## src/rtl/cpu_pkg.sv

```systemverilog
`default_nettype none

package cpu_pkg;

    localparam int data_w  = 16;
    localparam int reg_cnt = 8;

    // opcodes, anything else is a nop
    localparam logic [6:0] op_mov = 7'd1;
    localparam logic [6:0] op_ldd = 7'd2;
    localparam logic [6:0] op_ldo = 7'd3;
    localparam logic [6:0] op_ldi = 7'd4;
    localparam logic [6:0] op_std = 7'd5;
    localparam logic [6:0] op_sto = 7'd6;
    localparam logic [6:0] op_add = 7'd7;
    localparam logic [6:0] op_adi = 7'd8;
    localparam logic [6:0] op_adc = 7'd9;
    localparam logic [6:0] op_sub = 7'd10;
    localparam logic [6:0] op_suc = 7'd11;
    localparam logic [6:0] op_cmp = 7'd12;
    localparam logic [6:0] op_cmi = 7'd13;
    localparam logic [6:0] op_jmp = 7'd14;
    localparam logic [6:0] op_jal = 7'd15;
    localparam logic [6:0] op_srl = 7'd16;
    localparam logic [6:0] op_srs = 7'd17;

    localparam logic [3:0] alu_add    = 4'd0;
    localparam logic [3:0] alu_sub    = 4'd1;
    localparam logic [3:0] alu_pass_l = 4'd9;
    localparam logic [3:0] alu_pass_r = 4'd10;

    localparam int flag_zero  = 0;
    localparam int flag_carry = 1;
    localparam int flag_neg   = 2;
    localparam int flag_ovf   = 3;
    localparam int flag_par   = 4;

    // jump conditions in instr[10:7]
    localparam logic [3:0] cond_carry   = 4'd1;
    localparam logic [3:0] cond_eq      = 4'd2;
    localparam logic [3:0] cond_lt      = 4'd3;
    localparam logic [3:0] cond_gt      = 4'd4;
    localparam logic [3:0] cond_le      = 4'd5;
    localparam logic [3:0] cond_ge      = 4'd6;
    localparam logic [3:0] cond_ne      = 4'd7;
    localparam logic [3:0] cond_ovf     = 4'd8;
    localparam logic [3:0] cond_ovf_alt = 4'd9;

endpackage

`default_nettype wire

```

## src/rtl/instr_decoder.sv

```systemverilog
`timescale 1ns/10ps
`default_nettype none

module instr_decoder import cpu_pkg::*; (
    input  wire [15:0]        instr,
    input  wire [4:0]         flags,
    input  wire               mem_busy,
    input  wire               mem_ready,
    output logic              pc_inc,
    output logic              pc_ie,
    output logic              reg_in_mux_ctl,
    output logic              alu_r_mux_ctl,
    output logic              alu_cin,
    output logic              ram_write,
    output logic              ram_read,
    output logic              alu_flags_ie,
    output logic              reg_sr_in,
    output logic              sr_ie,
    output logic              sr_pc_over,
    output logic [3:0]        alu_mode,
    output logic [3:0]        reg_l_ctl,
    output logic [3:0]        reg_r_ctl,
    output logic [reg_cnt-1:0] gp_reg_ie
);

    logic [6:0] opcode;
    logic [2:0] tg_reg;
    logic [2:0] fo_reg;
    logic [2:0] so_reg;
    logic [3:0] cond;
    logic       jmp_en;

    assign opcode = instr[6:0];
    assign tg_reg = instr[9:7];
    assign fo_reg = instr[12:10];
    assign so_reg = instr[15:13];
    assign cond   = instr[10:7]; // overlaps tg_reg, jmp has no target

    always_comb begin
        pc_inc         = 1'b1;
        pc_ie          = 1'b0;
        reg_in_mux_ctl = 1'b0;
        alu_r_mux_ctl  = 1'b0;
        alu_cin        = 1'b0;
        ram_write      = 1'b0;
        ram_read       = 1'b0;
        alu_flags_ie   = 1'b0;
        reg_sr_in      = 1'b0;
        sr_ie          = 1'b0;
        sr_pc_over     = 1'b0;
        alu_mode       = alu_add;
        reg_l_ctl      = 4'd0;
        reg_r_ctl      = 4'd0;
        gp_reg_ie      = '0;
        case (opcode)
            op_mov: begin
                alu_mode          = alu_pass_l;
                reg_l_ctl         = {1'b0, fo_reg};
                gp_reg_ie[tg_reg] = 1'b1;
            end
            op_ldd, op_ldo: begin
                // address stays steady through the whole access
                if (opcode == op_ldd) begin
                    alu_mode = alu_pass_r; // imm
                end else begin
                    alu_mode  = alu_add; // reg + imm
                    reg_l_ctl = {1'b0, fo_reg};
                end
                alu_r_mux_ctl  = 1'b1;
                reg_in_mux_ctl = 1'b1;
                if (mem_busy) begin
                    pc_inc = 1'b0;
                end else if (mem_ready) begin
                    gp_reg_ie[tg_reg] = 1'b1; // data valid this cycle
                end else begin
                    ram_read = 1'b1;
                    pc_inc   = 1'b0;
                end
            end
            op_ldi: begin
                alu_mode          = alu_pass_r;
                alu_r_mux_ctl     = 1'b1;
                gp_reg_ie[tg_reg] = 1'b1;
            end
            op_std: begin
                alu_mode      = alu_pass_r;
                alu_r_mux_ctl = 1'b1;
                reg_r_ctl     = {1'b0, fo_reg};
                if (mem_busy) begin
                    pc_inc = 1'b0; // back-pressure
                end else begin
                    ram_write = 1'b1;
                end
            end
            op_sto: begin
                alu_mode      = alu_add;
                alu_r_mux_ctl = 1'b1;
                reg_l_ctl     = {1'b0, so_reg};
                reg_r_ctl     = {1'b0, fo_reg};
                if (mem_busy) begin
                    pc_inc = 1'b0;
                end else begin
                    ram_write = 1'b1;
                end
            end
            op_add, op_adc: begin
                alu_mode          = alu_add;
                reg_l_ctl         = {1'b0, fo_reg};
                reg_r_ctl         = {1'b0, so_reg};
                alu_cin           = (opcode == op_adc) ? flags[flag_carry] : 1'b0;
                gp_reg_ie[tg_reg] = 1'b1;
                alu_flags_ie      = 1'b1;
            end
            op_adi: begin
                alu_mode          = alu_add;
                reg_l_ctl         = {1'b0, fo_reg};
                alu_r_mux_ctl     = 1'b1;
                gp_reg_ie[tg_reg] = 1'b1;
                alu_flags_ie      = 1'b1;
            end
            op_sub, op_suc: begin
                alu_mode          = alu_sub;
                reg_l_ctl         = {1'b0, fo_reg};
                reg_r_ctl         = {1'b0, so_reg};
                alu_cin           = (opcode == op_suc) ? flags[flag_carry] : 1'b0;
                gp_reg_ie[tg_reg] = 1'b1;
                alu_flags_ie      = 1'b1;
            end
            op_cmp: begin
                alu_mode     = alu_sub;
                reg_l_ctl    = {1'b0, fo_reg};
                reg_r_ctl    = {1'b0, so_reg};
                alu_flags_ie = 1'b1;
            end
            op_cmi: begin
                alu_mode      = alu_sub;
                reg_l_ctl     = {1'b0, fo_reg};
                alu_r_mux_ctl = 1'b1;
                alu_flags_ie  = 1'b1;
            end
            op_jmp: begin
                alu_mode      = alu_pass_r;
                alu_r_mux_ctl = 1'b1;
                pc_ie         = jmp_en;
                pc_inc        = ~jmp_en;
            end
            op_jal: begin
                alu_mode          = alu_pass_r;
                alu_r_mux_ctl     = 1'b1;
                pc_ie             = 1'b1;
                pc_inc            = 1'b0;
                reg_sr_in         = 1'b1; // takes pc+1 via sr_value
                sr_pc_over        = 1'b1;
                gp_reg_ie[tg_reg] = 1'b1;
            end
            op_srl: begin
                reg_sr_in         = 1'b1;
                gp_reg_ie[tg_reg] = 1'b1;
            end
            op_srs: begin
                reg_r_ctl = {1'b0, fo_reg};
                sr_ie     = 1'b1;
            end
            default: begin
                pc_inc = 1'b1; // nop
            end
        endcase
    end

    always_comb begin
        case (cond)
            cond_carry:   jmp_en = flags[flag_carry];
            cond_eq:      jmp_en = flags[flag_zero];
            cond_lt:      jmp_en = flags[flag_neg];
            cond_gt:      jmp_en = ~(flags[flag_neg] | flags[flag_zero]);
            cond_le:      jmp_en = flags[flag_neg] | flags[flag_zero];
            cond_ge:      jmp_en = ~flags[flag_neg];
            cond_ne:      jmp_en = ~flags[flag_zero];
            cond_ovf:     jmp_en = flags[flag_ovf];
            cond_ovf_alt: jmp_en = flags[flag_ovf];
            default:      jmp_en = 1'b1; // unconditional
        endcase
    end

endmodule

`default_nettype wire

```

## src/rtl/alu.sv

```systemverilog
`timescale 1ns/10ps
`default_nettype none

module alu import cpu_pkg::*; (
    input  wire               clk,
    input  wire               rst,
    input  wire  [3:0]        alu_mode,
    input  wire  [data_w-1:0] l_op,
    input  wire  [data_w-1:0] r_op,
    input  wire               alu_cin,
    input  wire               alu_flags_ie,
    output logic [data_w-1:0] result,
    output logic [4:0]        flags
);

    logic [data_w:0] sum;
    logic            ovf;
    logic [4:0]      flags_nxt;

    always_comb begin
        sum = '0;
        ovf = 1'b0;
        case (alu_mode)
            alu_add: begin
                sum = {1'b0, l_op} + {1'b0, r_op} + {{data_w{1'b0}}, alu_cin};
                ovf = (l_op[data_w-1] == r_op[data_w-1]) &&
                      (sum[data_w-1] != l_op[data_w-1]);
            end
            alu_sub: begin
                // msb of the wide result is the borrow
                sum = {1'b0, l_op} - {1'b0, r_op} - {{data_w{1'b0}}, alu_cin};
                ovf = (l_op[data_w-1] != r_op[data_w-1]) &&
                      (sum[data_w-1] != l_op[data_w-1]);
            end
            alu_pass_l: begin
                sum = {1'b0, l_op};
            end
            alu_pass_r: begin
                sum = {1'b0, r_op};
            end
            default: begin
                sum = '0;
            end
        endcase
    end

    assign result = sum[data_w-1:0];

    always_comb begin
        flags_nxt             = '0;
        flags_nxt[flag_zero]  = (result == '0);
        flags_nxt[flag_carry] = sum[data_w];
        flags_nxt[flag_neg]   = result[data_w-1] ^ ovf; // signed less-than
        flags_nxt[flag_ovf]   = ovf;
        flags_nxt[flag_par]   = ~^result; // even parity
    end

    always_ff @(posedge clk) begin
        if (rst) begin
            flags <= '0;
        end else if (alu_flags_ie) begin
            flags <= flags_nxt;
        end
    end

endmodule

`default_nettype wire

```

## src/rtl/reg_file.sv

```systemverilog
`timescale 1ns/10ps
`default_nettype none

module reg_file import cpu_pkg::*; (
    input  wire               clk,
    input  wire               rst,
    input  wire  [3:0]        reg_l_ctl,
    input  wire  [3:0]        reg_r_ctl,
    input  wire  [reg_cnt-1:0] gp_reg_ie,
    input  wire               reg_in_mux_ctl,
    input  wire               reg_sr_in,
    input  wire  [data_w-1:0] alu_result,
    input  wire  [data_w-1:0] ram_rdata,
    input  wire  [data_w-1:0] sr_value,
    output logic [data_w-1:0] l_data,
    output logic [data_w-1:0] r_data
);

    logic [data_w-1:0] regs [reg_cnt];
    logic [data_w-1:0] wb_data;

    always_comb begin
        if (reg_sr_in) begin
            wb_data = sr_value;
        end else if (reg_in_mux_ctl) begin
            wb_data = ram_rdata;
        end else begin
            wb_data = alu_result;
        end
    end

    always_ff @(posedge clk) begin
        if (rst) begin
            for (int i = 0; i < reg_cnt; i++) begin
                regs[i] <= '0;
            end
        end else begin
            for (int i = 0; i < reg_cnt; i++) begin
                if (gp_reg_ie[i]) begin
                    regs[i] <= wb_data;
                end
            end
        end
    end

    // index 8 and up reads as zero
    assign l_data = reg_l_ctl[3] ? '0 : regs[reg_l_ctl[2:0]];
    assign r_data = reg_r_ctl[3] ? '0 : regs[reg_r_ctl[2:0]];

endmodule

`default_nettype wire

```

## src/rtl/program_counter.sv

```systemverilog
`timescale 1ns/10ps
`default_nettype none

module program_counter import cpu_pkg::*; (
    input  wire               clk,
    input  wire               rst,
    input  wire               pc_inc,
    input  wire               pc_ie,
    input  wire               sr_ie,
    input  wire               sr_pc_over,
    input  wire  [data_w-1:0] jump_target,
    input  wire  [data_w-1:0] sr_data,
    output logic [data_w-1:0] pc,
    output logic [data_w-1:0] sr_value
);

    logic [data_w-1:0] sr;
    logic [data_w-1:0] pc_plus1;

    assign pc_plus1 = pc + data_w'(1);

    always_ff @(posedge clk) begin
        if (rst) begin
            pc <= '0;
        end else if (pc_ie) begin
            pc <= jump_target;
        end else if (pc_inc) begin
            pc <= pc_plus1;
        end
    end

    always_ff @(posedge clk) begin
        if (rst) begin
            sr <= '0;
        end else if (sr_ie) begin
            sr <= sr_data;
        end else if (sr_pc_over) begin
            sr <= pc_plus1; // return address on jal
        end
    end

    assign sr_value = sr_pc_over ? pc_plus1 : sr;

endmodule

`default_nettype wire

```

## src/rtl/cpu_core.sv

```systemverilog
`timescale 1ns/10ps
`default_nettype none

module cpu_core import cpu_pkg::*; (
    input  wire               clk,
    input  wire               rst,
    input  wire  [31:0]       imem_data,
    input  wire  [data_w-1:0] ram_rdata,
    input  wire               mem_busy,
    input  wire               mem_ready,
    output logic [data_w-1:0] imem_addr,
    output logic [data_w-1:0] ram_addr,
    output logic [data_w-1:0] ram_wdata,
    output logic              ram_read,
    output logic              ram_write
);

    logic               pc_inc;
    logic               pc_ie;
    logic               reg_in_mux_ctl;
    logic               alu_r_mux_ctl;
    logic               alu_cin;
    logic               dec_ram_write;
    logic               dec_ram_read;
    logic               alu_flags_ie;
    logic               reg_sr_in;
    logic               sr_ie;
    logic               sr_pc_over;
    logic [3:0]         alu_mode;
    logic [3:0]         reg_l_ctl;
    logic [3:0]         reg_r_ctl;
    logic [reg_cnt-1:0] gp_reg_ie;
    logic [4:0]         flags;
    logic [data_w-1:0]  imm;
    logic [data_w-1:0]  l_data;
    logic [data_w-1:0]  r_data;
    logic [data_w-1:0]  r_op;
    logic [data_w-1:0]  alu_result;
    logic [data_w-1:0]  sr_value;

    assign imm  = imem_data[31:16];
    assign r_op = alu_r_mux_ctl ? imm : r_data;

    assign ram_addr  = alu_result;
    assign ram_wdata = r_data;
    assign ram_read  = dec_ram_read & ~rst; // no requests during reset
    assign ram_write = dec_ram_write & ~rst;

    instr_decoder u_dec (
        .instr          (imem_data[15:0]),
        .flags          (flags),
        .mem_busy       (mem_busy),
        .mem_ready      (mem_ready),
        .pc_inc         (pc_inc),
        .pc_ie          (pc_ie),
        .reg_in_mux_ctl (reg_in_mux_ctl),
        .alu_r_mux_ctl  (alu_r_mux_ctl),
        .alu_cin        (alu_cin),
        .ram_write      (dec_ram_write),
        .ram_read       (dec_ram_read),
        .alu_flags_ie   (alu_flags_ie),
        .reg_sr_in      (reg_sr_in),
        .sr_ie          (sr_ie),
        .sr_pc_over     (sr_pc_over),
        .alu_mode       (alu_mode),
        .reg_l_ctl      (reg_l_ctl),
        .reg_r_ctl      (reg_r_ctl),
        .gp_reg_ie      (gp_reg_ie)
    );

    alu u_alu (
        .clk          (clk),
        .rst          (rst),
        .alu_mode     (alu_mode),
        .l_op         (l_data),
        .r_op         (r_op),
        .alu_cin      (alu_cin),
        .alu_flags_ie (alu_flags_ie),
        .result       (alu_result),
        .flags        (flags)
    );

    reg_file u_regs (
        .clk            (clk),
        .rst            (rst),
        .reg_l_ctl      (reg_l_ctl),
        .reg_r_ctl      (reg_r_ctl),
        .gp_reg_ie      (gp_reg_ie),
        .reg_in_mux_ctl (reg_in_mux_ctl),
        .reg_sr_in      (reg_sr_in),
        .alu_result     (alu_result),
        .ram_rdata      (ram_rdata),
        .sr_value       (sr_value),
        .l_data         (l_data),
        .r_data         (r_data)
    );

    program_counter u_pc (
        .clk         (clk),
        .rst         (rst),
        .pc_inc      (pc_inc),
        .pc_ie       (pc_ie),
        .sr_ie       (sr_ie),
        .sr_pc_over  (sr_pc_over),
        .jump_target (alu_result),
        .sr_data     (r_data),
        .pc          (imem_addr),
        .sr_value    (sr_value)
    );

endmodule

`default_nettype wire

```

## config.mk

```make
export PLATFORM = sky130hd
export DESIGN_NAME = cpu_core
export DESIGN_NICKNAME = d
export VERILOG_FILES = /design/src/rtl/cpu_pkg.sv /design/src/rtl/instr_decoder.sv /design/src/rtl/alu.sv /design/src/rtl/reg_file.sv /design/src/rtl/program_counter.sv /design/src/rtl/cpu_core.sv
export SDC_FILE = /design/constraint.sdc
export NUM_CORES = 1
export LEC_CHECK = 0
export ABC_CLOCK_PERIOD_IN_PS = 11450
export BUFFER_PORTS_ARGS = -buffer_cell sky130_fd_sc_hd__buf_2
export CORE_MARGIN = 3
export CORE_UTILIZATION = 35
export CTS_CLUSTER_DIAMETER = 80
export DETAILED_ROUTE_END_ITERATION = 8
export PLACE_DENSITY = 0.6
export SLEW_MARGIN = 25
export SYNTH_ARGS = -nofsm -noshare
export SYNTH_HDL_FRONTEND = slang
export SYNTH_SLANG_ARGS = --single-unit
```

## constraint.sdc

```tcl
create_clock -name clk -period 11.45 [get_ports clk]
set_input_delay 1.145 -clock clk [delete_from_list [all_inputs] [get_ports clk]]
set_output_delay 1.145 -clock clk [all_outputs]
set_load 0.02 [all_outputs]
```

# Yosys cells after proc, flatten, opt, wreduce, memory -nomap -nowiden
# Memory sizes are Yosys's and may differ from the RTL's.
# Index checks and enable logic that the tools add are counted.
totals:
  word_cells: 155
  n_memories: 1
  in_bits: 52
  ram_bits: 128
  ff_bits: 36
  output_inout_bits: 50
memory_table:
  columns: ["name", "words", "width", "rd", "rd_clocked_by_memory_dff", "write_ports", "line_no", "text"]
  rows:
  - ["u_regs.regs", 8, 16, 2, 0, 8, "reg_file.sv:19", "logic [data_w-1:0] regs [reg_cnt];"]
op_classes:
  reduce_logical: 20
  magnitude_cmp: 2
  n_eq_ne: 33
  n_addsub: 5
  n_mux: 74
  bitwise: 17
op_table:
  columns: ["operator", "count"]
  rows:
  - ["2-to-1 mux 16 bit", 17]
  - ["case mux 17 bit (4 select lines)", 1]
  - ["equality test 7 x 4 -> 1 bit (second input constant)", 8]
  - ["2-to-1 mux 1 bit", 42]
  - ["equality test 7 x 3 -> 1 bit (second input constant)", 4]
  - ["OR reduction 9 bit", 2]
  - ["adder 16 x 16 -> 17 bit", 1]
  - ["adder 17 x 1 -> 17 bit", 1]
  - ["subtractor 16 x 16 -> 17 bit", 1]
  - ["subtractor 17 x 1 -> 17 bit", 1]
  - ["adder 16 x 1 -> 16 bit (second input constant)", 1]
  - ["equality test 4 x 3 -> 1 bit (second input constant)", 4]
  - ["equality test 4 bit (second input constant)", 4]
  - ["logical NOT 16 bit", 1]
  - ["2-to-1 mux 8 bit", 2]
  - ["case mux 4 bit (4 select lines)", 1]
  - ["case mux 8 bit (2 select lines)", 1]
  - ["equality test 7 x 2 -> 1 bit (second input constant)", 2]
  - ["equality test 7 x 5 -> 1 bit (second input constant)", 2]
  - ["case mux 4 bit (3 select lines)", 1]
  - ["OR reduction 2 bit", 6]
  - ["OR 1 bit", 9]
  - ["equality test 4 x 1 -> 1 bit (second input constant)", 2]
  - ["equality test 4 x 2 -> 1 bit (second input constant)", 2]
  - ["23 further kinds", 35]

# Logic depth before layout (Yosys ltp)
# Gate-level depths: netlist of the first run.
# An unclocked memory read counts as a cell.
logic_depth:
  depth_word: 12
  mapped_depth: 28
  ltp_nobuf: 24

# By module
# A second synthesis of the first run with hierarchy kept.
hier_totals:
  cells_unflattened: 1176
  area_unflattened_um2: 12916.1
by_module_without_submodules:
  columns: ["module", "cells_each", "seq_area_each_um2", "instances", "area_each_um2"]
  rows:
  - ["reg_file", 443, 3843.7, 1, 7255.7]
  - ["alu", 367, 100.1, 1, 2693.8]
  - ["program_counter", 235, 640.6, 1, 1903.1]
  - ["instr_decoder", 111, 0.0, 1, 802.0]
  - ["cpu_core", 20, 0.0, 1, 261.5]

# Worst setup path before layout of the first run
# OpenSTA, ideal clock, no wires.
synth_timing:
  path_kind: "in2out"
  from: "input port imem_data[2]"
  to: "output port ram_addr[12]"
  n_path_buf: 3
  path_slack_ps: 4149
  arrival_ps: 6156
  path_stages: 21
  t_required_ps: 10305
  path_cell_list: "buf_2 > inv_1 > nor3_1 > a31oi_1 > nor4_1 > a22oi_2 > buf_2 > clkbuf_1 > o211ai_1 > o21ai_0 > mux2_2 > fa_1 > fa_1 > a211oi_1 > o21ai_0 > a31oi_1 > o21bai_1 > a21o_1 > a211oi_1 > nor2_1 > a221o_1"
synth_between:
  elab_chain_cells: 9
  elab_cells_between_ends: 47
  cone_classes: "4 x add/sub; 19 x eq/ne; 13 x mux; 10 x reduce/logical; 1 x memory"
synth_lines:
  columns: ["element", "line_no", "text"]
  rows:
  - ["from (decl)", "cpu_core.sv:7", "input wire [31:0] imem_data,"]
  - ["equality test 7 x 4 -> 1 bit, or another cell as far along", "instr_decoder.sv:55", "case (opcode)"]
  - ["OR reduction 5 bit (no line) / OR reduction 3 bit (equally long branches)", null, null]
  - ["case mux 3 bit (2 select lines) (*)", "instr_decoder.sv:55", null]
  - ["memory (8 x 16 bit) (*)", null, null]
  - ["2-to-1 mux 16 bit (*)", "reg_file.sv:48", "assign r_data = reg_r_ctl[3] ? '0 : regs[reg_r_ctl[2:0]];"]
  - ["net ram_wdata[0]", "cpu_core.sv:13", "output logic [data_w-1:0] ram_wdata,"]
  - ["2-to-1 mux 16 bit (*)", "cpu_core.sv:42", "assign r_op = alu_r_mux_ctl ? imm : r_data;"]
  - ["subtractor 16 x 16 -> 17 bit / adder 16 x 16 -> 17 bit (equally long branches)", "alu.sv:31, alu.sv:25", null]
  - ["subtractor 17 x 1 -> 17 bit / adder 17 x 1 -> 17 bit (equally long branches)", "alu.sv:31, alu.sv:25", null]
  - ["case mux 17 bit (4 select lines) (*)", "alu.sv:23", "case (alu_mode)"]
  - ["to (decl)", "cpu_core.sv:12", "output logic [data_w-1:0] ram_addr,"]
# Mark *: on every way through the listed nets, which the timed path passes. The rest lies on a longest branch.

# Final worst setup path of the first run
layout_timing:
  from: "input port imem_data[2]"
  to: "output port ram_addr[14]"
layout_between:
  elab_chain_cells: 9
  elab_cells_between_ends: 47
  cone_classes: "4 x add/sub; 19 x eq/ne; 13 x mux; 10 x reduce/logical; 1 x memory"
layout_lines:
  columns: ["element", "line_no"]
  rows:
  - ["equality test 7 x 4 -> 1 bit, or another cell as far along", "instr_decoder.sv:55"]
  - ["OR reduction 5 bit (no line) / OR reduction 3 bit (equally long branches)", null]
  - ["case mux 3 bit (2 select lines)", "instr_decoder.sv:55"]
  - ["memory (8 x 16 bit)", null]
  - ["2-to-1 mux 16 bit", "reg_file.sv:48"]
  - ["2-to-1 mux 16 bit", "cpu_core.sv:42"]
  - ["subtractor 16 x 16 -> 17 bit / adder 16 x 16 -> 17 bit (equally long branches)", "alu.sv:31, alu.sv:25"]
  - ["subtractor 17 x 1 -> 17 bit / adder 17 x 1 -> 17 bit (equally long branches)", "alu.sv:31, alu.sv:25"]
  - ["case mux 17 bit (4 select lines) (*)", "alu.sv:23"]
# Every way passes the cells marked *; elsewhere a longest branch is shown, timed or not.

==> results by group, run 1 <==
Floorplanning
  • Die area: 38120 sq um
  • Row cnt: 68
  • Die width: 195.3 microns
  • Starting Density: 35.94%
  • Die Y-Extent: 195.3 microns
  • Number of primary I/O pins: 102
  • Area of the placeable core: 34880 sq um

Cells and area
  • Final layout net count: 1651
  • Fraction of final layout cells sized beyond drive strength 1: 16.11%
  • Layout area overhead: 11.67%
  • Final core utilization: between 40% and 50%
  • Layout Cell Area excl Fill: 14000 sq um
  • Antenna diode count: 0
  • Cell Count, Final, Fillers Out: ~2000

Logic synthesis
  • Synth Instances: 1493
  • Synthesis Warnings: 0
  • Area share of the largest cell type after synthesis: 30.66%
  • Mean instance size in the synthesized netlist: 8.396 sq um
  • Syn Std Cell Area: between 10000 and 15000 sq um
  • Biggest area consumer among synthesized cells: edfxtp_1
  • Distinct cells, synth: between 90 and 100
  • Dominant register cell in the synthesized netlist: edfxtp_1
  • Total nets after synthesis: approximately 1600
  • Number of synthesized register bits: 164
  • Share of synthesized area occupied by flip-flops and latches: between 30% and 40%
  • Largest cells by area after synthesis: edfxtp_1 31%, nand2_1 7.9%, dfxtp_1 5.7%
  • Async SR Flop Fraction: 0%
  • Post-synth EDFFs: about 130

Setup path
  • Type of the worst setup path: in -> out
  • Reg2reg end: u_regs.regs[2][10]$_SDFFCE_PN0P_
  • Peak fanout along the critical path: 61
  • Worst setup path startpoint: imem_data[2]
  • Number of cell instances on the worst register-to-register path: 17
  • Critical path data arrival time: 7.71 ns
  • CP endpoint kind: output pin
  • Nature of the critical path startpoint: primary input
  • Beginning of the worst register-to-register path: u_regs.regs[0][0]$_SDFFCE_PN0P_
  • Data required time at the worst endpoint: 10.31 ns
  • Worst setup slack for register-to-register paths: 6.06 ns
  • End point of the critical path: ram_addr[14]

Place
  • Pre-CTS WS: 2.848 ns
  • Instance area after placement: ~13000 sq um
  • Hpwl dp: 33750 microns
  • Placed cell count: 1987
  • Routability congestion estimate: 0.9272
  • IO buf count: 101

Clock tree
  • Buffers inserted by post-CTS timing repair: 0
  • Number of hold buffers added after CTS: 0
  • Inserted Clock Buffers: 17
  • Number of clock sinks seen by CTS: 164
  • Clock input transition at the sequential cells of the worst setup and hold paths: 0.07 ns
  • Clock Tree Buf Depth: 2
  • CTS root buf: clkbuf_16
  • Resized cells post-CTS: 0
  • TritonCTS clock tree: done
  • Clock latency at the later pin of the worst-skew pair: 0.44 ns
  • H-tree lvl count: 4

Detailed routing
  • Count of unresolved DRC violations after routing: 0
  • Via-to-Cell Ratio: 5.917
  • Antenna-violating nets left: 0
  • Detailed Routing Iterations Pass 1: 7
  • Routed wire per std cell: about 23 microns
  • Wire length after detailed routing: 46850 microns
  • Number of DRC markers after the initial detailed-route iteration: 1193
  • Via count: between 10000 and 15000

Pwr
  • Largest voltage drop on the vdd net: 0.1100 mV
  • Power per standard cell area: roughly 130 nW/um^2
  • Leakage dissipation: 5.828 nW
  • PnR Total Power: 1.810 mW

GRT
  • First-pass GRT wire length: 69310 microns
  • Pin count of the biggest net entering global routing: 62
  • Overflow left after global routing: 0
  • Number of global-route vias before repair: 11164
  • Total Routing Usage GR: 23.90%
  • Antenna violations before repair: 0

Timing
  • Final Skew: 0.01391 ns
  • Final period demand of the worst path: 8.857 ns
  • RSZ-0062 raised after global routing: false
  • Max-Slew Margin vs Limit: about a quarter
  • Endpoints failing setup: 0
  • Final Cycle Share: 77.36%
  • Hold Vio Cnt, Final: 0
  • Sum of negative setup slack: 0 ns
  • Peak clock frequency supported by timing: 112.9 MHz
  • Slew @ Worst Pin: 1.125 ns
  • Final hold slack: roughly 0.54 ns
  • Number of max-slew violations in the final report: 0
  • Final WS setup: around 2.6 ns

Flow run
  • Max-capacitance violation count: 0

Worst hold path
  • Worst min path class: reg -> reg

Status
  • Outcome: complete, no violations
-- sequential cells by signal, summed over array words and instances (netlist names) --
signal	flops
u_regs.regs	128
u_pc.pc	16
u_pc.sr	16
u_alu.flags	4
-- cells in the mapped netlist, drive strengths merged (6+ instances only) --
cell / count
dfxtp: 36
nand2b: 23
a222oi: 10
xnor2: 22
o211ai: 29
or2: 6
a311oi: 6
o21a: 9
or3: 9
a221oi: 8
a31oi: 17
mux2i: 33
o21bai: 6
nor3: 20
edfxtp: 128
nor2b: 13
nor4: 6
a21oi: 63
ha: 44
nand2: 266
a22oi: 11
xor2: 14
and2: 27
a21o: 23
clkbuf: 59
inv: 58
nand3: 64
o21ai: 100
mux2: 37
nand4: 11
a211oi: 31
buf: 35
and3: 30
nor2: 169
-- layout make-up --
type / instances / area (sq um)
Sequential cell: 164 / 4564
Inverter: 58 / 217.7
Multi-Input combinational cell: 1177 / 7348
Clock inverter: 15 / 127.6
Fill cell: 3544 / 20890
Timing Repair Buffer: 133 / 745.7
Clock buffer: 17 / 425.4
Tap cell: 455 / 569.3
-- placed cells by master, fill, tap and decap left out, types with 17 or more instances in the layout --
master and n:
nand2_1 265, nor2_1 166, edfxtp_1 128, buf_2 101, o21ai_0 92, a21oi_1 62
nand3_1 62, inv_1 57, ha_1 44, dfxtp_1 36, mux2_2 35, buf_4 32
and3_1 30, mux2i_1 29, a211oi_1 28, and2_1 26, o211ai_1 26, a21o_1 23
xnor2_1 22, nand2b_1 20, nor3_1 19, a31oi_1 17, clkbuf_16 17
-- metal layers --
metal | up-vias | wire (microns) | part of all wire (%) | global-route usage [%]
met5 | - | 0 | 0 | 0
met4 | 0 | 2061 | 4.4 | 10.14
met3 | 108 | 4021 | 8.6 | 4.796
met2 | 565 | 21050 | 45 | 37.93
met1 | 5771 | 19710 | 42 | 31.84
li1 | 5503 | - | - | -
-- logic make-up (layout without fill, tap and decap cells) --
family / Yosys count / count (layout) / synth area share [%]
and+or+nand+nor: 658 / 658 / 23.91
DFF: 164 / 164 / 36.41
AOI/OAI and AO/OA: 365 / 365 / 20.52
xor gates and xnor gates: 36 / 36 / 2.575
adders and majority gates: 48 / 48 / 5.030
buffers and inverters: 152 / 223 / 5.230
muxes: 70 / 70 / 6.318
-- critical path, cell delays in order --
cell     delay, ns
buf_2         0.32
inv_1         0.20
nor3_1        0.21
a31oi_1       0.06
nor4_1        0.63
a22oi_2       0.17
buf_4         0.40
mux2_2        0.32
o21ai_0       0.06
o21ai_0       0.89
mux2_2        0.34
ha_1          0.30
ha_1          0.40
a21o_1        0.18
a31oi_1       0.21
o21ai_0       0.19
o31ai_1       0.38
o21a_1        0.23
o21ai_0       0.14
xnor2_1       0.18
o21ai_1       0.48
buf_2         0.27
-- how the worst min path moves through the flow --
| stage | from | to | slack, ns | cells after the start |
|---|---|---|---|---|
| after floorplan | u_alu.flags[3]$_SDFFE_PP0P_ | u_alu.flags[3]$_SDFFE_PP0P_ | 0.48 | 2 |
| after global placement | u_alu.flags[2]$_SDFFE_PP0P_ | u_alu.flags[2]$_SDFFE_PP0P_ | 0.52 | 2 |
| after detailed placement | u_alu.flags[2]$_SDFFE_PP0P_ | u_alu.flags[2]$_SDFFE_PP0P_ | 0.53 | 2 |
| after CTS | u_alu.flags[2]$_SDFFE_PP0P_ | u_alu.flags[2]$_SDFFE_PP0P_ | 0.54 | 2 |
| after global routing | u_alu.flags[3]$_SDFFE_PP0P_ | u_alu.flags[3]$_SDFFE_PP0P_ | 0.56 | 2 |
| final | u_alu.flags[2]$_SDFFE_PP0P_ | u_alu.flags[2]$_SDFFE_PP0P_ | 0.54 | 2 |
-- where the power goes --
part           total (mW)  switching [mW]  internal, mW
Combinational       0.563           0.368         0.196
Sequential          0.693          0.0173         0.676
Clock               0.554           0.253         0.300
No activity file was read; power rests on OpenSTA's default activity.
==> run 2: changes to the inputs <==
--- a/config.mk
+++ b/config.mk
@@ -5,7 +5,7 @@
 export SDC_FILE = /design/constraint.sdc
 export NUM_CORES = 1
 export LEC_CHECK = 0
-export ABC_CLOCK_PERIOD_IN_PS = 11450
+export ABC_CLOCK_PERIOD_IN_PS = 9300
 export BUFFER_PORTS_ARGS = -buffer_cell sky130_fd_sc_hd__buf_2
 export CORE_MARGIN = 3
 export CORE_UTILIZATION = 35
==> constraint.sdc (replaced) <==
create_clock -name clk -period 9.3 [get_ports clk]
set_input_delay 0.93 -clock clk [delete_from_list [all_inputs] [get_ports clk]]
set_output_delay 0.93 -clock clk [all_outputs]
set_load 0.02 [all_outputs]
==> run 2 against run 1 <==
Effect of this change: sequential share of layout area shrank 0.13 points; power grew 26%; first-iteration DRC count grew 16%; utilization grew 0.16 points; via count grew 0.70%; global-route usage grew 0.41 points; worst hold slack gained 0.00052 ns; sequential cell count is the same; register-to-register slack lost 2.0 ns; design area grew 0.40%; critical path depth is the same; sequential power grew 23%.
==> results by group, run 2 (synthesized netlist as in run 1, its figures left out) <==
Clock tree
  • Clock input transition at the sequential cells of the worst setup and hold paths: 0.07 ns
  • Clock Tree Buf Depth: 2
  • TritonCTS clock tree: done
  • Resized cells post-CTS: 0
  • Buffers inserted by post-CTS timing repair: 0
  • Number of hold buffers added after CTS: 0
  • Inserted Clock Buffers: 17
  • Number of clock sinks seen by CTS: 164
  • CTS root buf: clkbuf_16
  • Clock latency at the later pin of the worst-skew pair: 0.44 ns
  • H-tree lvl count: 4

Timing
  • Final Skew: around 0.013 ns
  • Final Cycle Share: between 80% and 90%
  • Final period demand of the worst path: 8.141 ns
  • Max-Slew Margin vs Limit: a little under a third
  • Final WS setup: 1.159 ns
  • Endpoints failing setup: 0
  • Final hold slack: 0.5374 ns
  • Peak clock frequency supported by timing: 122.8 MHz
  • RSZ-0062 raised after global routing: false
  • Sum of negative setup slack: 0 ns
  • Number of max-slew violations in the final report: 0
  • Hold Vio Cnt, Final: 0
  • Slew @ Worst Pin: 1.048 ns

Cells and area
  • Layout area overhead: 12.12%
  • Antenna diode count: 0
  • Highest-count cells in the layout ignoring fill and taps: 264 x nand2_1, 166 x nor2_1, 128 x edfxtp_1, 101 x buf_2, 90 x o21ai_0
  • Fraction of final layout cells sized beyond drive strength 1: about 16%
  • Final layout net count: 1652
  • Largest register FFs: approximately 130
  • Cell Count, Final, Fillers Out: 2020
  • Final core utilization: 40.29%
  • Largest registers: u_regs.regs (128), u_pc.pc (16), u_pc.sr (16)
  • Register containing the most flip-flops in the final layout: u_regs.regs
  • Layout Cell Area excl Fill: around 14000 sq um
  • Most common library cell in the layout ignoring fill and taps: nand2_1

Worst hold path
  • Worst hold path stage count: 2
  • Min-delay src: u_pc.pc[2]$_SDFFE_PP0P_
  • Worst hold endpoint: u_pc.pc[2]$_SDFFE_PP0P_
  • Worst min path class: reg -> reg

Detailed routing
  • Via count: 12031
  • Detailed Routing Iterations Pass 1: 6
  • Wire length after detailed routing: 47780 microns
  • Number of DRC markers after the initial detailed-route iteration: between 1000 and 1500
  • Antenna-violating nets left: 0
  • Via-to-Cell Ratio: ~6.0
  • Routed wire per std cell: 23.65 microns
  • Count of unresolved DRC violations after routing: 0

Setup path
  • Crit-path slowest cell: nor4_1
  • CP endpoint kind: output pin
  • Ordered list of cells on the worst path: buf_2 -> inv_1 -> nor3_1 -> a31oi_1 -> nor4_1 -> a22oi_2 -> buf_4 -> mux2_2 -> o21ai_0 -> o21ai_0 -> mux2_2 -> ha_1 -> ha_1 -> a21o_1 -> a31oi_1 -> o21ai_0 -> o31ai_1 -> o21a_1 -> o21ai_0 -> xnor2_1 -> o21ai_1 -> buf_2
  • Type of the worst setup path: in -> out
  • Number of cell instances on the worst register-to-register path: 18
  • Peak fanout along the critical path: 20
  • Reg2reg end: u_regs.regs[4][6]$_SDFFCE_PN0P_
  • Max incr delay on CP: between 0.6 and 0.7 ns
  • Data required time at the worst endpoint: 8.37 ns
  • Critical path data arrival time: 7.21 ns
  • Nature of the critical path startpoint: primary input
  • Most repeated library cell on the critical path: o21ai_0
  • Beginning of the worst register-to-register path: u_regs.regs[2][0]$_SDFFCE_PN0P_
  • Worst setup slack for register-to-register paths: approximately 4.0 ns

Floorplanning
  • Starting Density: 35.94%
  • Die Y-Extent: 195.3 microns
  • Die width: between 150 and 200 microns
  • Die area: 38120 sq um
  • Area of the placeable core: 34880 sq um
  • Row cnt: 68
  • Number of primary I/O pins: 102

GRT
  • Met3 track demand over resource in global routing: 3.520%
  • Total Routing Usage GR: 24.31%
  • Most crowded layer after global routing: met2
  • Antenna violations before repair: 1
  • Number of global-route vias before repair: 11165
  • First-pass GRT wire length: 70680 microns
  • Met2 track demand over resource in global routing: 38.85%
  • Pin count of the biggest net entering global routing: 71
  • Overflow left after global routing: 0
  • M1 GR Usage: 33.45%

Flow run
  • Max-capacitance violation count: 0

Place
  • Placed cell count: 1988
  • Routability congestion estimate: 0.9433
  • Hpwl dp: 34570 microns
  • Instance area after placement: 13450 sq um
  • Pre-CTS WS: 1.271 ns
  • IO buf count: 101

Pwr
  • Power per standard cell area: 162.7 nW/um^2
  • Leakage dissipation: ~6 nW
  • PnR Total Power: 2.286 mW
  • Largest voltage drop on the vdd net: ~0.11 mV

Status
  • Outcome: complete, no violations
## run 2: cell types whose count changed in the layout (fill, tap and decap cells not counted), moves of 2 or more
cell / before / now
o21ai_1: 6 / 8
clkinv_4: 3 / 1
clkinv_1: 2 / 0
clkinv_2: 4 / 0
clkinvlp_4: 0 / 6
inv_8: 0 / 2
o21ai_0: 92 / 90
## run 2: worst max path at each step
stage | start | to | slack [ns] | cells past startpoint
finish | imem_data[2] | ram_addr[14] | 1.16 | 22
global placement | imem_data[2] | ram_addr[14] | 1.07 | 22
floorplan | imem_data[2] | ram_addr[12] | 2.43 | 21
CTS | imem_data[2] | ram_addr[14] | 1.27 | 22
detailed placement | imem_data[2] | ram_addr[14] | 1.27 | 22
global route | imem_data[2] | ram_addr[14] | 0.84 | 23
## run 2: worst max-delay path: cells and delay by family
kind,cells,cell delay (ns)
AOI/OAI and AO/OA,11,2.85
muxes,2,0.55
xor gates and xnor gates,1,0.16
and+or+nand+nor,2,0.91
adders and majority gates,2,0.70
buffers and inverters,4,1.08
## run 2: cell type report
cell class | instances | area, sq um
multi-input combinational | 1177 | 7353
clock inverter | 15 | 171.4
fill | 3551 | 20830
inverter | 58 | 217.7
tap | 455 | 569.3
clock buffer | 17 | 425.4
sequential | 164 | 4564
timing repair buffer | 134 | 753.2
## run 2: layer usage
metal / vias up / wire (microns)
met5: - / 13
met3: 75 / 4144
li1: 5503 / -
met1: 5850 / 20080
met2: 601 / 21940
met4: 2 / 1597
## run 2: where the power goes
group / internal (mW) / total (mW) / switching [mW]
Combinational: 0.241 / 0.701 / 0.460
Clock: 0.403 / 0.732 / 0.329
Sequential: 0.832 / 0.854 / 0.0216
==> run 3: changes to the inputs <==
--- a/config.mk
+++ b/config.mk
@@ -5,7 +5,7 @@
 export SDC_FILE = /design/constraint.sdc
 export NUM_CORES = 1
 export LEC_CHECK = 0
-export ABC_CLOCK_PERIOD_IN_PS = 9300
+export ABC_CLOCK_PERIOD_IN_PS = 9100
 export BUFFER_PORTS_ARGS = -buffer_cell sky130_fd_sc_hd__buf_2
 export CORE_MARGIN = 3
 export CORE_UTILIZATION = 35
==> constraint.sdc (replaced) <==
create_clock -name clk -period 9.1 [get_ports clk]
set_input_delay 0.91 -clock clk [delete_from_list [all_inputs] [get_ports clk]]
set_output_delay 0.91 -clock clk [all_outputs]
set_load 0.02 [all_outputs]
==> run 3 against run 2 <==
Effect of this change: critical path depth is 3 lower; register-to-register slack worse by 0.23 ns; worst hold slack better by 0.0034 ns; sequential power is 2% higher; clock skew up 0.0012 ns; via count rose by 0.98%; die area unchanged; power down 0.88%; clock power fell by 7.1%; first-iteration DRC count decreased by 1.2%; setup slack worse by 0.16 ns.
==> results by group, run 3 (synthesized netlist as in run 1, its figures left out) <==
Detailed routing
  • Met2 Routed Length: about 22000 microns
  • Via count: 12149
  • Antenna-violating nets left: 0
  • Wire length after detailed routing: 47240 microns
  • Detailed-route wire length on metal 1: 20070 microns
  • Routed wire per std cell: 23.33 microns
  • Detailed Routing Iterations Pass 1: 7
  • Count of unresolved DRC violations after routing: 0
  • Via-to-Cell Ratio: 6.000
  • Top layer reached by signal wires: met4
  • WL met3: 3813 microns
  • Number of DRC markers after the initial detailed-route iteration: 1369

Cells and area
  • Layout area overhead: 11.96%
  • Final layout net count: 1657
  • Register containing the most flip-flops in the final layout: u_regs.regs
  • # fillers: between 3000 and 4000
  • Highest-count cells in the layout ignoring fill and taps: 265 x nand2_1, 166 x nor2_1, 128 x edfxtp_1, 101 x buf_2, 92 x o21ai_0
  • Most common library cell in the layout ignoring fill and taps: nand2_1
  • Multi-input gate area: 7353 sq um
  • Fraction of final layout cells sized beyond drive strength 1: between 15 and 20%
  • Largest registers: u_regs.regs (128), u_pc.pc (16), u_pc.sr (16)
  • Largest register FFs: ~130
  • Final core utilization: about two fifths
  • Sequential standard cell area: 4564 sq um
  • Antenna diode count: 0

Place
  • Routability congestion estimate: 0.9362
  • Pre-CTS WS: 1.112 ns
  • Hpwl dp: 33860 microns
  • IO buf count: 101

Pwr
  • Register share of total power: 38.5%
  • Leakage dissipation: 5.836 nW
  • Comb power frac: 31.5%
  • Largest voltage drop on the vdd net: 0.1348 mV
  • PnR Total Power: approximately 2.3 mW
  • Sw Share: 34.92%
  • Internal Dissipation: 1.475 mW
  • Proportion of power drawn by the clock network: a little under a third
  • Net switching component of the power: 791.4 uW
  • Power per standard cell area: 161.5 nW/um^2

Timing
  • RSZ-0062 raised after global routing: false
  • Slew @ Worst Pin: 1.021 ns
  • Final Cycle Share: 89.07%
  • Peak clock frequency supported by timing: approximately 120 MHz
  • Final hold slack: 0.5408 ns
  • Max-Slew Margin vs Limit: 31.95%
  • Sum of negative setup slack: 0 ns
  • Number of max-slew violations in the final report: 0
  • Hold Vio Cnt, Final: 0
  • Final period demand of the worst path: ~8 ns
  • Endpoints failing setup: 0
  • Final WS setup: 0.9948 ns
  • Final Skew: 0.01398 ns

Clock tree
  • Number of hold buffers added after CTS: 0
  • CTS root buf: clkbuf_16
  • Buffers inserted by post-CTS timing repair: 0
  • Clock input transition at the sequential cells of the worst setup and hold paths: 0.07 ns
  • H-tree lvl count: 4
  • Inserted Clock Buffers: 17
  • TritonCTS clock tree: done
  • Number of clock sinks seen by CTS: ~160
  • Clock Tree Buf Depth: 2
  • Clock latency at the later pin of the worst-skew pair: 0.44 ns
  • Resized cells post-CTS: 0

Floorplanning
  • Die width: 195.3 microns
  • Die area: 38120 sq um
  • Number of primary I/O pins: 102
  • Die Y-Extent: 195.3 microns
  • Starting Density: 35.94%
  • Area of the placeable core: 34880 sq um
  • Row cnt: 68

Setup path
  • Data required time at the worst endpoint: around 8.2 ns
  • Reg2reg end: u_regs.regs[2][6]$_SDFFCE_PN0P_
  • Peak fanout along the critical path: 20
  • Beginning of the worst register-to-register path: u_regs.regs[1][0]$_SDFFCE_PN0P_
  • Nature of the critical path startpoint: primary input
  • Type of the worst setup path: in -> out
  • Worst setup slack for register-to-register paths: between 3 and 4 ns
  • CP endpoint kind: output pin
  • Worst setup path startpoint: imem_data[2]
  • End point of the critical path: ram_addr[6]
  • Number of cell instances on the worst register-to-register path: 17
  • Critical path data arrival time: 7.20 ns

GRT
  • Number of global-route vias before repair: 11183
  • Pin count of the biggest net entering global routing: 71
  • Antenna violations before repair: 0
  • Overflow left after global routing: 0
  • First-pass GRT wire length: 69890 microns
  • Total Routing Usage GR: 23.88%

Worst hold path
  • Worst min path class: reg -> reg

Flow run
  • Max-capacitance violation count: 0

Status
  • Outcome: complete, no violations
-- run 3: changes by cell type in the layout (fill, tap and decap cells not counted), sizes merged --
cell / delta
buf: +5
bufinv: -1
clkbuf: +5
clkinv: +4
clkinvlp: -3
inv: -5
-- run 3: worst min-delay path by stage --
stage | to | from | cells after the start | slack [ns]
2_1_floorplan | u_alu.flags[3]$_SDFFE_PP0P_ | u_alu.flags[3]$_SDFFE_PP0P_ | 2 | 0.48
3_3_place_gp | u_pc.pc[2]$_SDFFE_PP0P_ | u_pc.pc[2]$_SDFFE_PP0P_ | 2 | 0.52
3_5_place_dp | u_alu.flags[1]$_SDFFE_PP0P_ | u_alu.flags[1]$_SDFFE_PP0P_ | 2 | 0.53
4_1_cts | u_alu.flags[1]$_SDFFE_PP0P_ | u_alu.flags[1]$_SDFFE_PP0P_ | 2 | 0.54
5_1_grt | u_pc.pc[4]$_SDFFE_PP0P_ | u_pc.pc[4]$_SDFFE_PP0P_ | 2 | 0.57
6_report | u_alu.flags[2]$_SDFFE_PP0P_ | u_alu.flags[2]$_SDFFE_PP0P_ | 2 | 0.54
-- run 3: metal layers --
layer | up-vias | global-route usage [%]
li1 | 5511 | -
met4 | 0 | 7.843
met3 | 92 | 4.020
met5 | - | 0
met1 | 5920 | 32.36
met2 | 626 | 38.93
-- run 3: cell type report --
| class | count | area share (%) |
|---|---|---|
| Timing Repair Buffer | 139 | 5.723 |
| Inverter | 58 | 1.551 |
| Clock inverter | 10 | 0.5884 |
| Tap cell | 455 | 4.056 |
| Clock buffer | 22 | 3.165 |
| Sequential cell | 164 | 32.52 |
| Multi-Input combinational cell | 1177 | 52.39 |
-- run 3: power groups by stage --
stage | logic, mW | registers [mW] | clock network [mW]
final | 0.713 | 0.873 | 0.680
after global routing | 0.764 | 0.877 | 0.710
after CTS | 0.700 | 0.872 | 0.684
after detailed placement | 0.695 | 0.888 | 0
after global placement | 0.691 | 0.887 | 0
after floorplan | 0.466 | 0.882 | 0
-- run 3: worst max-delay path, stage by stage --
cell and delay (ns):
buf_2 0.32, inv_1 0.19, nor3_1 0.20, a31oi_1 0.06, nor4_1 0.71, a22oi_2 0.51, buf_4 0.30, o211ai_1 0.17
o21ai_0 0.19, mux2_2 0.40, fa_1 0.49, fa_1 0.47, a211oi_1 0.34, o21bai_1 0.12, a21oi_1 0.18, xnor2_1 0.09
a222oi_1 0.62, o221ai_1 0.59, buf_2 0.33
-- run 3: metrics by stage --
step                      instances  cell area, sq um
final                          2025             14030
after global routing           2025             14030
after CTS                      2025             14030
after detailed placement       1993             13500
after global placement         1993             13490
after floorplan                1493             12540
